`src/kbd_defs.svh`:
```
`ifndef KBD_DEFS_SVH
`define KBD_DEFS_SVH

// ps2 frame: start, 8 data bits, odd parity, stop
`define PS2_FRAME_BITS 11

// receiver byte queue depth, power of two
`define KBD_FIFO_DEPTH 4

// stable samples before a ps2_clk level is taken
`define KBD_FILTER_LEN 8

// keyboard matrix size
`define KBD_ROWS 8
`define KBD_COLS 8

`endif

```
`src/matrix_pkg.sv`:
```
package matrix_pkg;

	// make/break event sequencer
	typedef enum logic [3:0] {
		ks_latch_row,
		ks_wait_make,
		ks_pop,
		ks_settle,
		ks_decide,
		ks_apply_make,
		ks_wait_break,
		ks_pop_break,
		ks_settle_break,
		ks_load_break,
		ks_apply_break
	} key_state_t;

	// result of the scan code lookup
	typedef struct packed {
		logic [2:0] row;
		logic [2:0] col;
		// forces shift on the host side while the key is down
		logic       shift;
		// not in matrix
		logic       neo;
	} matrix_pos_t;

endpackage

```
`src/ps2_pkg.sv`:
```
package ps2_pkg;

	// frame receiver states
	typedef enum logic [1:0] {
		rx_idle,
		rx_data,
		rx_parity,
		rx_stop
	} rx_state_t;

	// scan codes handled outside the matrix table
	typedef enum logic [7:0] {
		sc_break    = 8'hf0,
		sc_extended = 8'he0,
		sc_error    = 8'hff,
		sc_lshift   = 8'h12,
		sc_rshift   = 8'h59,
		sc_ctrl     = 8'h14,
		// caps lock key acts as rus/lat
		sc_rus      = 8'h58,
		// f12 acts as block-break
		sc_blksbr   = 8'h07
	} scan_special_t;

endpackage

```
`src/key_map_if.sv`:
```
interface key_map_if;

	// code under lookup, held by key_matrix
	logic [7:0] scancode;
	logic shift_held;
	logic mod_rus;

	// registered lookup result, one clock behind scancode
	matrix_pkg::matrix_pos_t pos;

	modport key_matrix (
		output scancode,
		output shift_held,
		output mod_rus,
		input  pos
	);

	modport mapper (
		input  scancode,
		input  shift_held,
		input  mod_rus,
		output pos
	);

endinterface

```
`src/key_matrix.sv`:
```
`include "kbd_defs.svh"

module key_matrix (
	input  logic                 clkk,
	input  logic                 reset,
	output logic                 rden,
	input  logic [7:0]           q,
	input  logic                 dsr,
	key_map_if.key_matrix        map,
	input  logic                 mod_rus,
	input  logic [`KBD_ROWS-1:0] rowselect,
	output logic [`KBD_COLS-1:0] rowbits,
	output logic                 key_shift,
	output logic                 key_ctrl,
	output logic                 key_rus,
	output logic                 key_blksbr
);
	import ps2_pkg::*;
	import matrix_pkg::*;

	key_state_t state;
	logic [`KBD_COLS-1:0] matrix [`KBD_ROWS];
	logic [`KBD_COLS-1:0] tmp;
	logic [`KBD_COLS-1:0] col_onehot;
	logic [`KBD_COLS-1:0] row_or;
	logic [7:0] code;
	logic shift_held;
	logic shift_ovr;

	// byte under decode is held here, the fifo head moves on after the pop
	assign map.scancode = code;
	assign map.shift_held = shift_held;
	assign map.mod_rus = mod_rus;

	always_comb begin
		for (int c = 0; c < `KBD_COLS; c++)
			col_onehot[c] = map.pos.col == 3'(c);
	end

	always_ff @(posedge clkk) begin
		if (reset) begin
			state <= ks_latch_row;
			rden <= 1'b0;
			shift_held <= 1'b0;
			shift_ovr <= 1'b0;
			key_ctrl <= 1'b0;
			key_rus <= 1'b0;
			key_blksbr <= 1'b0;
			for (int r = 0; r < `KBD_ROWS; r++)
				matrix[r] <= '0;
		end else begin
			case (state)
				// entry point after reset and after every event
				ks_latch_row: begin
					rden <= 1'b0;
					state <= ks_wait_make;
				end
				ks_wait_make: begin
					if (dsr) begin
						code <= q;
						rden <= 1'b1;
						state <= ks_pop;
					end
				end
				ks_pop: begin
					rden <= 1'b0;
					state <= ks_settle;
				end
				// mapper result lands during this cycle
				ks_settle: state <= ks_decide;
				ks_decide: begin
					if (code == sc_break) begin
						state <= ks_wait_break;
					end else begin
						tmp <= matrix[map.pos.row];
						state <= ks_apply_make;
					end
				end
				ks_apply_make: begin
					case (code)
						sc_lshift, sc_rshift: shift_held <= 1'b1;
						sc_ctrl: key_ctrl <= 1'b1;
						sc_rus: key_rus <= 1'b1;
						sc_blksbr: key_blksbr <= 1'b1;
						// extended prefix and overrun are swallowed
						sc_extended, sc_error: ;
						default: begin
							if (!map.pos.neo) begin
								matrix[map.pos.row] <= tmp | col_onehot;
								shift_ovr <= map.pos.shift;
							end
						end
					endcase
					state <= ks_latch_row;
				end
				// F0 seen, the released key follows
				ks_wait_break: begin
					if (dsr) begin
						code <= q;
						rden <= 1'b1;
						state <= ks_pop_break;
					end
				end
				ks_pop_break: begin
					rden <= 1'b0;
					state <= ks_settle_break;
				end
				ks_settle_break: state <= ks_load_break;
				ks_load_break: begin
					tmp <= matrix[map.pos.row];
					state <= ks_apply_break;
				end
				ks_apply_break: begin
					case (code)
						sc_lshift, sc_rshift: shift_held <= 1'b0;
						sc_ctrl: key_ctrl <= 1'b0;
						sc_rus: key_rus <= 1'b0;
						sc_blksbr: key_blksbr <= 1'b0;
						sc_extended, sc_error: ;
						default: begin
							if (!map.pos.neo) begin
								matrix[map.pos.row] <= tmp & ~col_onehot;
								shift_ovr <= 1'b0;
							end
						end
					endcase
					state <= ks_latch_row;
				end
				default: state <= ks_latch_row;
			endcase
		end
	end

	// host sees shift inverted while an override key is down
	assign key_shift = shift_held ^ shift_ovr;

	// several rows may be selected at once
	always_comb begin
		row_or = '0;
		for (int r = 0; r < `KBD_ROWS; r++) begin
			if (rowselect[r])
				row_or = row_or | matrix[r];
		end
	end

	always_ff @(posedge clkk) begin
		if (reset)
			rowbits <= '0;
		else
			rowbits <= row_or;
	end

endmodule

```
`src/ps2_receiver.sv`:
```
`include "kbd_defs.svh"

module ps2_receiver (
	input  logic       clkk,
	input  logic       reset,
	input  logic       ps2_clk,
	input  logic       ps2_dat,
	input  logic       rden,
	output logic [7:0] q,
	output logic       dsr
);
	import ps2_pkg::*;

	localparam int filt_w = $clog2(`KBD_FILTER_LEN);
	localparam int ptr_w = $clog2(`KBD_FIFO_DEPTH);

	logic [1:0] clk_sync;
	logic [1:0] dat_sync;
	logic [filt_w-1:0] filt_cnt;
	logic clk_filt;
	logic clk_filt_d;
	logic fall;

	rx_state_t state;
	logic [2:0] bit_cnt;
	logic [7:0] shreg;
	logic parity_ok;
	logic push;

	logic [7:0] mem [`KBD_FIFO_DEPTH];
	logic [ptr_w-1:0] wr_ptr;
	logic [ptr_w-1:0] rd_ptr;
	logic [ptr_w:0] count;
	logic pop;
	logic full;

	// both lines idle high
	always_ff @(posedge clkk) begin
		if (reset) begin
			clk_sync <= 2'b11;
			dat_sync <= 2'b11;
		end else begin
			clk_sync <= {clk_sync[0], ps2_clk};
			dat_sync <= {dat_sync[0], ps2_dat};
		end
	end

	// a new clock level must hold for the full filter length
	always_ff @(posedge clkk) begin
		if (reset) begin
			filt_cnt <= '0;
			clk_filt <= 1'b1;
			clk_filt_d <= 1'b1;
		end else begin
			clk_filt_d <= clk_filt;
			if (clk_sync[1] == clk_filt) begin
				filt_cnt <= '0;
			end else if (filt_cnt == filt_w'(`KBD_FILTER_LEN - 1)) begin
				clk_filt <= clk_sync[1];
				filt_cnt <= '0;
			end else begin
				filt_cnt <= filt_cnt + 1'b1;
			end
		end
	end

	assign fall = clk_filt_d & ~clk_filt;

	// frame sequencer, data arrives lsb first
	always_ff @(posedge clkk) begin
		if (reset) begin
			state <= rx_idle;
			bit_cnt <= '0;
			parity_ok <= 1'b0;
		end else if (fall) begin
			case (state)
				rx_idle: begin
					// start bit is low
					if (!dat_sync[1]) begin
						bit_cnt <= '0;
						state <= rx_data;
					end
				end
				rx_data: begin
					shreg <= {dat_sync[1], shreg[7:1]};
					bit_cnt <= bit_cnt + 1'b1;
					if (bit_cnt == 3'(`PS2_FRAME_BITS - 4))
						state <= rx_parity;
				end
				rx_parity: begin
					parity_ok <= ^{shreg, dat_sync[1]};
					state <= rx_stop;
				end
				default: state <= rx_idle;
			endcase
		end
	end

	// good frame goes in on the stop bit edge, dropped when the queue is full
	assign push = fall && state == rx_stop && dat_sync[1] && parity_ok && !full;
	assign pop = rden && dsr;
	assign full = count == (ptr_w + 1)'(`KBD_FIFO_DEPTH);

	always_ff @(posedge clkk) begin
		if (push)
			mem[wr_ptr] <= shreg;
	end

	always_ff @(posedge clkk) begin
		if (reset) begin
			wr_ptr <= '0;
			rd_ptr <= '0;
			count <= '0;
		end else begin
			if (push)
				wr_ptr <= wr_ptr + 1'b1;
			if (pop)
				rd_ptr <= rd_ptr + 1'b1;
			case ({push, pop})
				2'b10: count <= count + 1'b1;
				2'b01: count <= count - 1'b1;
				default: count <= count;
			endcase
		end
	end

	// show-ahead head byte
	assign q = mem[rd_ptr];
	assign dsr = count != '0;

endmodule

```
`src/scan_to_matrix.sv`:
```
module scan_to_matrix (
	input logic clkk,
	key_map_if.mapper map
);
	import matrix_pkg::*;

	// {row, col} in octal, one digit each
	logic [5:0] rc;
	logic neo;
	logic shift;
	matrix_pos_t next_pos;

	always_comb begin
		neo = 1'b0;
		case (map.scancode)
			// row 2, digits 0 to 7
			8'h45: rc = 6'o20;
			8'h16: rc = 6'o21;
			8'h1e: rc = 6'o22;
			8'h26: rc = 6'o23;
			8'h25: rc = 6'o24;
			8'h2e: rc = 6'o25;
			8'h36: rc = 6'o26;
			8'h3d: rc = 6'o27;
			// row 4, apostrophe then a to g
			8'h52: rc = 6'o40;
			8'h1c: rc = 6'o41;
			8'h32: rc = 6'o42;
			8'h21: rc = 6'o43;
			8'h23: rc = 6'o44;
			8'h24: rc = 6'o45;
			8'h2b: rc = 6'o46;
			8'h34: rc = 6'o47;
			// row 5, h to o
			8'h33: rc = 6'o50;
			8'h43: rc = 6'o51;
			8'h3b: rc = 6'o52;
			8'h42: rc = 6'o53;
			8'h4b: rc = 6'o54;
			8'h3a: rc = 6'o55;
			8'h31: rc = 6'o56;
			8'h44: rc = 6'o57;
			// row 6, p to w
			8'h4d: rc = 6'o60;
			8'h15: rc = 6'o61;
			8'h2d: rc = 6'o62;
			8'h1b: rc = 6'o63;
			8'h2c: rc = 6'o64;
			8'h3c: rc = 6'o65;
			8'h2a: rc = 6'o66;
			8'h1d: rc = 6'o67;
			// row 7, x y z brackets backslash equals space
			8'h22: rc = 6'o70;
			8'h35: rc = 6'o71;
			8'h1a: rc = 6'o72;
			8'h54: rc = 6'o73;
			8'h5d: rc = 6'o74;
			8'h5b: rc = 6'o75;
			8'h55: rc = 6'o76;
			8'h29: rc = 6'o77;
			default: begin
				rc = 6'o00;
				neo = 1'b1;
			end
		endcase
	end

	// apostrophe always needs shift on the host keyboard.
	// in rus mode the letter rows take the live shift state
	always_comb begin
		if (map.scancode == 8'h52)
			shift = 1'b1;
		else if (map.mod_rus && !neo && rc[5:3] >= 3'd4)
			shift = map.shift_held;
		else
			shift = 1'b0;
	end

	always_comb begin
		next_pos.row = rc[5:3];
		next_pos.col = rc[2:0];
		next_pos.shift = shift;
		next_pos.neo = neo;
	end

	always_ff @(posedge clkk) begin
		map.pos <= next_pos;
	end

endmodule

```
`src/vector_keyboard.sv`:
```
module vector_keyboard (
	input  logic       clkk,
	input  logic       reset,
	input  logic       ps2_clk,
	input  logic       ps2_dat,
	input  logic       mod_rus,
	input  logic [7:0] rowselect,
	output logic [7:0] rowbits,
	output logic       key_shift,
	output logic       key_ctrl,
	output logic       key_rus,
	output logic       key_blksbr
);

	logic rden;
	logic dsr;
	logic [7:0] q;

	key_map_if map_bus ();

	ps2_receiver u_receiver (
		.clkk    (clkk),
		.reset   (reset),
		.ps2_clk (ps2_clk),
		.ps2_dat (ps2_dat),
		.rden    (rden),
		.q       (q),
		.dsr     (dsr)
	);

	scan_to_matrix u_mapper (
		.clkk (clkk),
		.map  (map_bus.mapper)
	);

	key_matrix u_matrix (
		.clkk       (clkk),
		.reset      (reset),
		.rden       (rden),
		.q          (q),
		.dsr        (dsr),
		.map        (map_bus.key_matrix),
		.mod_rus    (mod_rus),
		.rowselect  (rowselect),
		.rowbits    (rowbits),
		.key_shift  (key_shift),
		.key_ctrl   (key_ctrl),
		.key_rus    (key_rus),
		.key_blksbr (key_blksbr)
	);

endmodule
```
`config.mk`:
```
export PLATFORM = sky130hd
export DESIGN_NAME = vector_keyboard
export DESIGN_NICKNAME = d
export VERILOG_FILES = /design/src/matrix_pkg.sv /design/src/ps2_pkg.sv /design/src/key_map_if.sv /design/src/key_matrix.sv /design/src/ps2_receiver.sv /design/src/scan_to_matrix.sv /design/src/vector_keyboard.sv
export VERILOG_INCLUDE_DIRS = /design/src
export SDC_FILE = /design/constraint.sdc
export NUM_CORES = 1
export LEC_CHECK = 0
export ABC_AREA = 1
export ABC_CLOCK_PERIOD_IN_PS = 3300
export BUFFER_PORTS_ARGS = -buffer_cell sky130_fd_sc_hd__buf_2
export CORE_AREA = 2 2 136 125
export CTS_CLUSTER_SIZE = 14
export DETAILED_ROUTE_END_ITERATION = 10
export DIE_AREA = 0 0 138 127
export PLACE_DENSITY = 0.69
export SLEW_MARGIN = 20
export SYNTH_ARGS = -nofsm -noshare
export SYNTH_HDL_FRONTEND = slang
export SYNTH_HIERARCHICAL = 1
export SYNTH_SLANG_ARGS = --single-unit
```
`constraint.sdc`:
```
create_clock -name clkk -period 3.3 [get_ports clkk]
set_input_delay 0 -clock clkk [delete_from_list [all_inputs] [get_ports clkk]]
set_output_delay 0 -clock clkk [all_outputs]
set_load 0.02 [all_outputs]
```
# ---- After elaboration in Yosys (flattened, before gate mapping)
# Memory sizes are Yosys's and may differ from the RTL's. A register that Yosys moved wholly into a read port is not among the register bits.
# Index checks and enable logic that the tools add are counted.
# Widths: inputs -> output; s select.
dict set report word_totals {
  input_bits 13
  memories 2
  output_inout_bits 12
  register_bits 64
  wordCells 239
  ramBits 96
}
dict set report classes {
  reduce_logical 39
  n_addsub 6
  n_eq_ne 92
  n_lt_le_gt_ge 1
  bitwise 16
  n_mux 58
}
# name depth width rd rd_clocked_by_memory_dff write_ports line_no
set memory_table {}
lappend memory_table {u_matrix.matrix 8 8 9 1 8 key_matrix.sv:22} ;# logic [`KBD_COLS-1:0] matrix [`KBD_ROWS];
lappend memory_table {u_receiver.mem 4 8 1 1 1 ps2_receiver.sv:30} ;# logic [7:0] mem [`KBD_FIFO_DEPTH];
# cell count
set op_table {}
lappend op_table {{$pmux 6 s40} 1}
lappend op_table {{$eq 8x6->1 const B} 22}
lappend op_table {{$eq 8x7->1 const B} 13}
lappend op_table {{$mux 8} 11}
lappend op_table {{$eq 8x5->1 const B} 9}
lappend op_table {{$or 8x8->8} 8}
lappend op_table {{$reduce_or 40->1} 1}
lappend op_table {{$pmux 4 s9} 1}
lappend op_table {{$mux 1} 28}
lappend op_table {{$reduce_and 3->1} 9}
lappend op_table {{$eq 8x8->1 const B} 3}
lappend op_table {{$eq 3x3->1 const B} 7}
lappend op_table {{$ne 2x1->1 const B} 10}
lappend op_table {{$eq 4x3->1 const B} 4}
lappend op_table {{$ne 2x2->1 const B} 8}
lappend op_table {{$pmux 8 s2} 1}
lappend op_table {{$eq 4x4->1 const B} 3}
lappend op_table {{$pmux 1 s2} 6}
lappend op_table {{$pmux 3 s2} 2}
lappend op_table {{$reduce_bool 2->1} 5}
lappend op_table {{$add 3x1->3 const B} 3}
lappend op_table {{$reduce_xor 9->1} 1}
lappend op_table {{$and 8x8->8} 1}
lappend op_table {{$eq 4x2->1 const B} 2}
lappend op_table {{31 further kinds} 53}

# ---- Logic depth before layout (Yosys ltp)
# An unclocked memory read counts as a cell.
dict set report logic_depth {
  depth_word 16
  depth_mapped 11
  ltp_nobuf 11
}

# ---- Modules after synthesis
# The synthesis kept the hierarchy.
# mod seq_area_each_um2 cells_each area_per_inst_um2 n_inst
set modules_own_cells {}
lappend modules_own_cells {key_matrix 2762.6 527 4926.0 1}
lappend modules_own_cells {ps2_receiver 1681.6 250 2687.6 1}
lappend modules_own_cells {scan_to_matrix 160.2 149 804.5 1}

# ---- Worst setup path after synthesis
# Ideal clock, no wire load.
dict set report synth_timing {
  path_kind {reg2reg}
  startpoint {reg u_matrix.code[1] (netlist: u_matrix/map.scancode[1])}
  endpoint {mem u_matrix/matrix[0][0] (netlist bit), enable pin}
  setup_slack_ns 1.356
  n_path_buf 0
  setup_ns 0.329
  period_less_slack_ns 1.944
  required_ns 2.971
  arrival_ns 1.615
  path_stages_with_launch 10
  path_cell_list {edfxtp_1 -> nand2_1 -> inv_1 -> nand2_1 -> nor2_1 -> nor2_2 -> nand2_2 -> nor2_8 -> nand4_4 -> nand2_1}
}
# item line_no
set synth_rtl {}
lappend synth_rtl {{start: declaration} key_matrix.sv:26} ;# logic [7:0] code;
lappend synth_rtl {{start signal: assignment} key_matrix.sv:60} ;# code <= q;
lappend synth_rtl {{start signal: assignment} key_matrix.sv:99} ;# code <= q;
lappend synth_rtl {{end: declaration} key_matrix.sv:22}

==> flow_summary.toml <==
[run_status]
run_status = "complete, no violations"

[floorplan]
chipHeight_um = 127
die_area_um2 = 17530
start_util = 0.5273
design.portCount = 25
die_w_um = 138
std_cell_rows = 44
core-area_um2 = 15970

[route]
drc = 0
route.antenna.remaining_nets = 0
dr_pass1_iterations = 5
drt-vias-per-instance = 5.465
drt_iter0_drc = 633
vias = 6487
wire_per_inst_um = 17.14
wirelength_um = 20350

[sta]
maxSlewViolCount = 0
report.final.hold_viol_count = 0
worst-slew-pin-transition_ps = 822.9
fin_skew_ps = 16.02
achievable-frequency_mhz = 440.5
finalSetupViolCount = 0
fin_setup_tns_ps = 0
timing.final.crit_share = 0.6879
worst_slew_slack_as_a_fraction_of_its_limit = 0.4494
layout_min_cycle_time_ps = 2270
grt_setup_unrepaired = "false"

[setup_path]
ff2ff_setup_slack_ps = 1030
worst-endpoint-required_ps = 3390
slowest_stage = "edfxtp_1"
crit_path_max_fanout = 9
cp-start-kind = "register"
timing.setup.critical_path_class = "register to register"
crit_path_max_incr_delay_ps = 510
arrival_ps = 2360
cp_cell_sequence = "nand2_1 > inv_1 > nand2_1 > nor2_1 > nor2_2 > nand2_2 > nor2_8 > nand4_4 > nand2_1"
end_kind = "register"
crit_top_cell = "nand2_1"

[final_layout]
finish.utilization = 0.5896
n_antenna_cell = 0
syn_to_final_growth_pct = 11.82
layout.nets = 994
final_cell_mix = "207 x nand2_1, 147 x nor2_1, 120 x edfxtp_1, 84 x inv_1, 50 x dfxtp_1"
final_cell_count_no_fill = 1187
mostFrequentLayoutCell = "nand2_1"
drive_above_1_share = 0.1541

[clocking]
cts.sink_count = 170
clk-insertion-delay-late_ps = 430
cts_max_path_buffers = 2
cts-buffers-inserted = 17
postCtsSetupBuffers = 0
clk_pin_slew_worst_paths_ps = 70
clockRootBuffer = "clkbuf_16"
htree_levels = 4
cts_tree = "built"
post_cts_resized = 0

[grt]
grt_antenna_before_repair = 1
grt_max_degree = 31
track_usage = 0.2405
vias_in_the_first_global_route = 6018
grt_pass1_wl_um = 32650
grt_overflow_total = 0

[logic_synthesis]
synth.cell_area_um2 = 8418
asyncSetResetFlopFracSynth = 0
synth_area_per_inst_um2 = 9.091
ys_warn_count = 6
synth_enable_flop_cells = 120
synth.distinct_cells = 48
synth_nets = 953
ys_seq_elements = 170
synth_seq_area_share = 0.5470
syn_inst = 926
synthFlopType = "edfxtp_1"

[placement]
hpwlAfterDp_um = 14750
finalWeightedCongestion = 1.002
dp_cells = 1144
port-buffer-count = 24

[power_and_ir_drop]
power.leakage_nw = 3.918
max-vdd-ir-drop_mv = 0.3852
power.density_nw_per_um2 = 482.9

[min_path]
hp-class = "input pin to register"

[job]
cap_viol_max_count = 0
cell usage after synthesis, types with 3 or more instances:
cell type / instances / area, um^2
a211oi_1: 6 / 45.04
a21oi_1: 37 / 185.2
a221oi_1: 17 / 148.9
a22oi_1: 6 / 45.04
a31oi_1: 4 / 25.02
buf_2: 4 / 20.02
clkbuf_1: 7 / 26.28
clkinv_1: 4 / 15.01
dfxtp_1: 50 / 1001
edfxtp_1: 120 / 3603
ha_1: 13 / 162.7
inv_1: 84 / 315.3
inv_2: 15 / 56.30
nand2_1: 207 / 777.0
nand2_2: 22 / 137.6
nand2_4: 3 / 33.78
nand3_1: 25 / 125.1
nand4_1: 23 / 143.9
nand4_4: 8 / 170.2
nor2_1: 147 / 551.8
nor2_2: 20 / 125.1
nor2_4: 5 / 56.30
nor3_1: 11 / 55.05
o21ai_0: 38 / 190.2
o22ai_1: 12 / 75.07
or2_2: 12 / 75.07
cells by family (layout without fill, tap and decap cells):
logic type | Yosys count | in the layout | share of synthesized area
and+or+nand+nor | 487 | 487 | 0.2727
buffers and inverters | 118 | 172 | 0.05603
DFF | 170 | 170 | 0.5470
AOI/OAI and AO/OA | 135 | 135 | 0.1005
xor gates and xnor gates | 2 | 2 | 0.002081
adders and majority gates | 14 | 14 | 0.02170
per-stage QoR:
step | setup slack (ps) | area (um^2) | hold slack, ps | power, mW
after floorplan | 1356 | 8418 | 103.8 | 2.572
after global placement | 1102 | 8725 | 184.6 | 2.657
after detailed placement | 1026 | 8725 | 185.6 | 2.656
after CTS | 1018 | 9413 | 29.31 | 4.583
after global routing | 822.6 | 9413 | 55.49 | 4.708
final | 1030 | 9413 | 40.79 | 4.546
worst max-delay path, delay by kind of cell, from the launching register on:
kind	cells	cell delay, ps
and+or+nand+nor	8	1370
DFF	1	510
buffers and inverters	1	50
layout make-up:
| cell class | count | area [um^2] |
|---|---|---|
| multi-input combinational | 638 | 3342 |
| clock buffer | 17 | 425.4 |
| clock inverter | 15 | 152.6 |
| sequential | 170 | 4604 |
| tap | 207 | 259.0 |
| inverter | 104 | 391.6 |
| timing repair buffer | 36 | 237.7 |
| fill | 1413 | 6553 |
state kept, by name (all words and copies together), names as in the netlist, 3 cells and up, named ones only:
register,cells
u_receiver/count,3
u_receiver/mem,32
u_matrix/tmp,8
u_receiver/bit_cnt,3
u_receiver/shreg,8
u_matrix/map.scancode,8
u_mapper/map.pos,8
u_receiver/filt_cnt,3
u_matrix/matrix,64
u_matrix/rowbits,8
u_matrix/state,4
timing repair:
action / in CTS / in global routing
hold buffers: 11 / 0
setup endpoints to repair: 0 / 0
endpoints found under the hold margin: 9 / 0
power by group:
| part | switching (mW) | internal, mW |
|---|---|---|
| combinational | 0.173 | 0.0832 |
| sequential | 0.0501 | 2.32 |
| clock | 0.912 | 1.01 |
| total | 1.14 | 3.41 |
routing by layer:
layer  global-route usage  wire [um]  share of wire  vias to the layer above
met1               0.3565       9412           0.46                     2993
li1                     -          -              -                     3216
met3              0.06297       1740          0.086                       30
met2               0.3541       8866           0.44                      246
met4              0.06242        312          0.015                        2
met5                    0         13        0.00064                        -
final timing paths:
kind,startpoint,end,cells after the start
worst max-delay path,u_matrix/map.scancode[1],u_matrix/matrix[7][3],9
worst min-delay path,rowselect[5],u_matrix/rowbits[2],3
worst min register to register,u_receiver/clk_sync[0],u_receiver/clk_sync[1],1
worst max register to register,u_matrix/map.scancode[1],u_matrix/matrix[7][3],9
(Power assumes the default switching activity.)
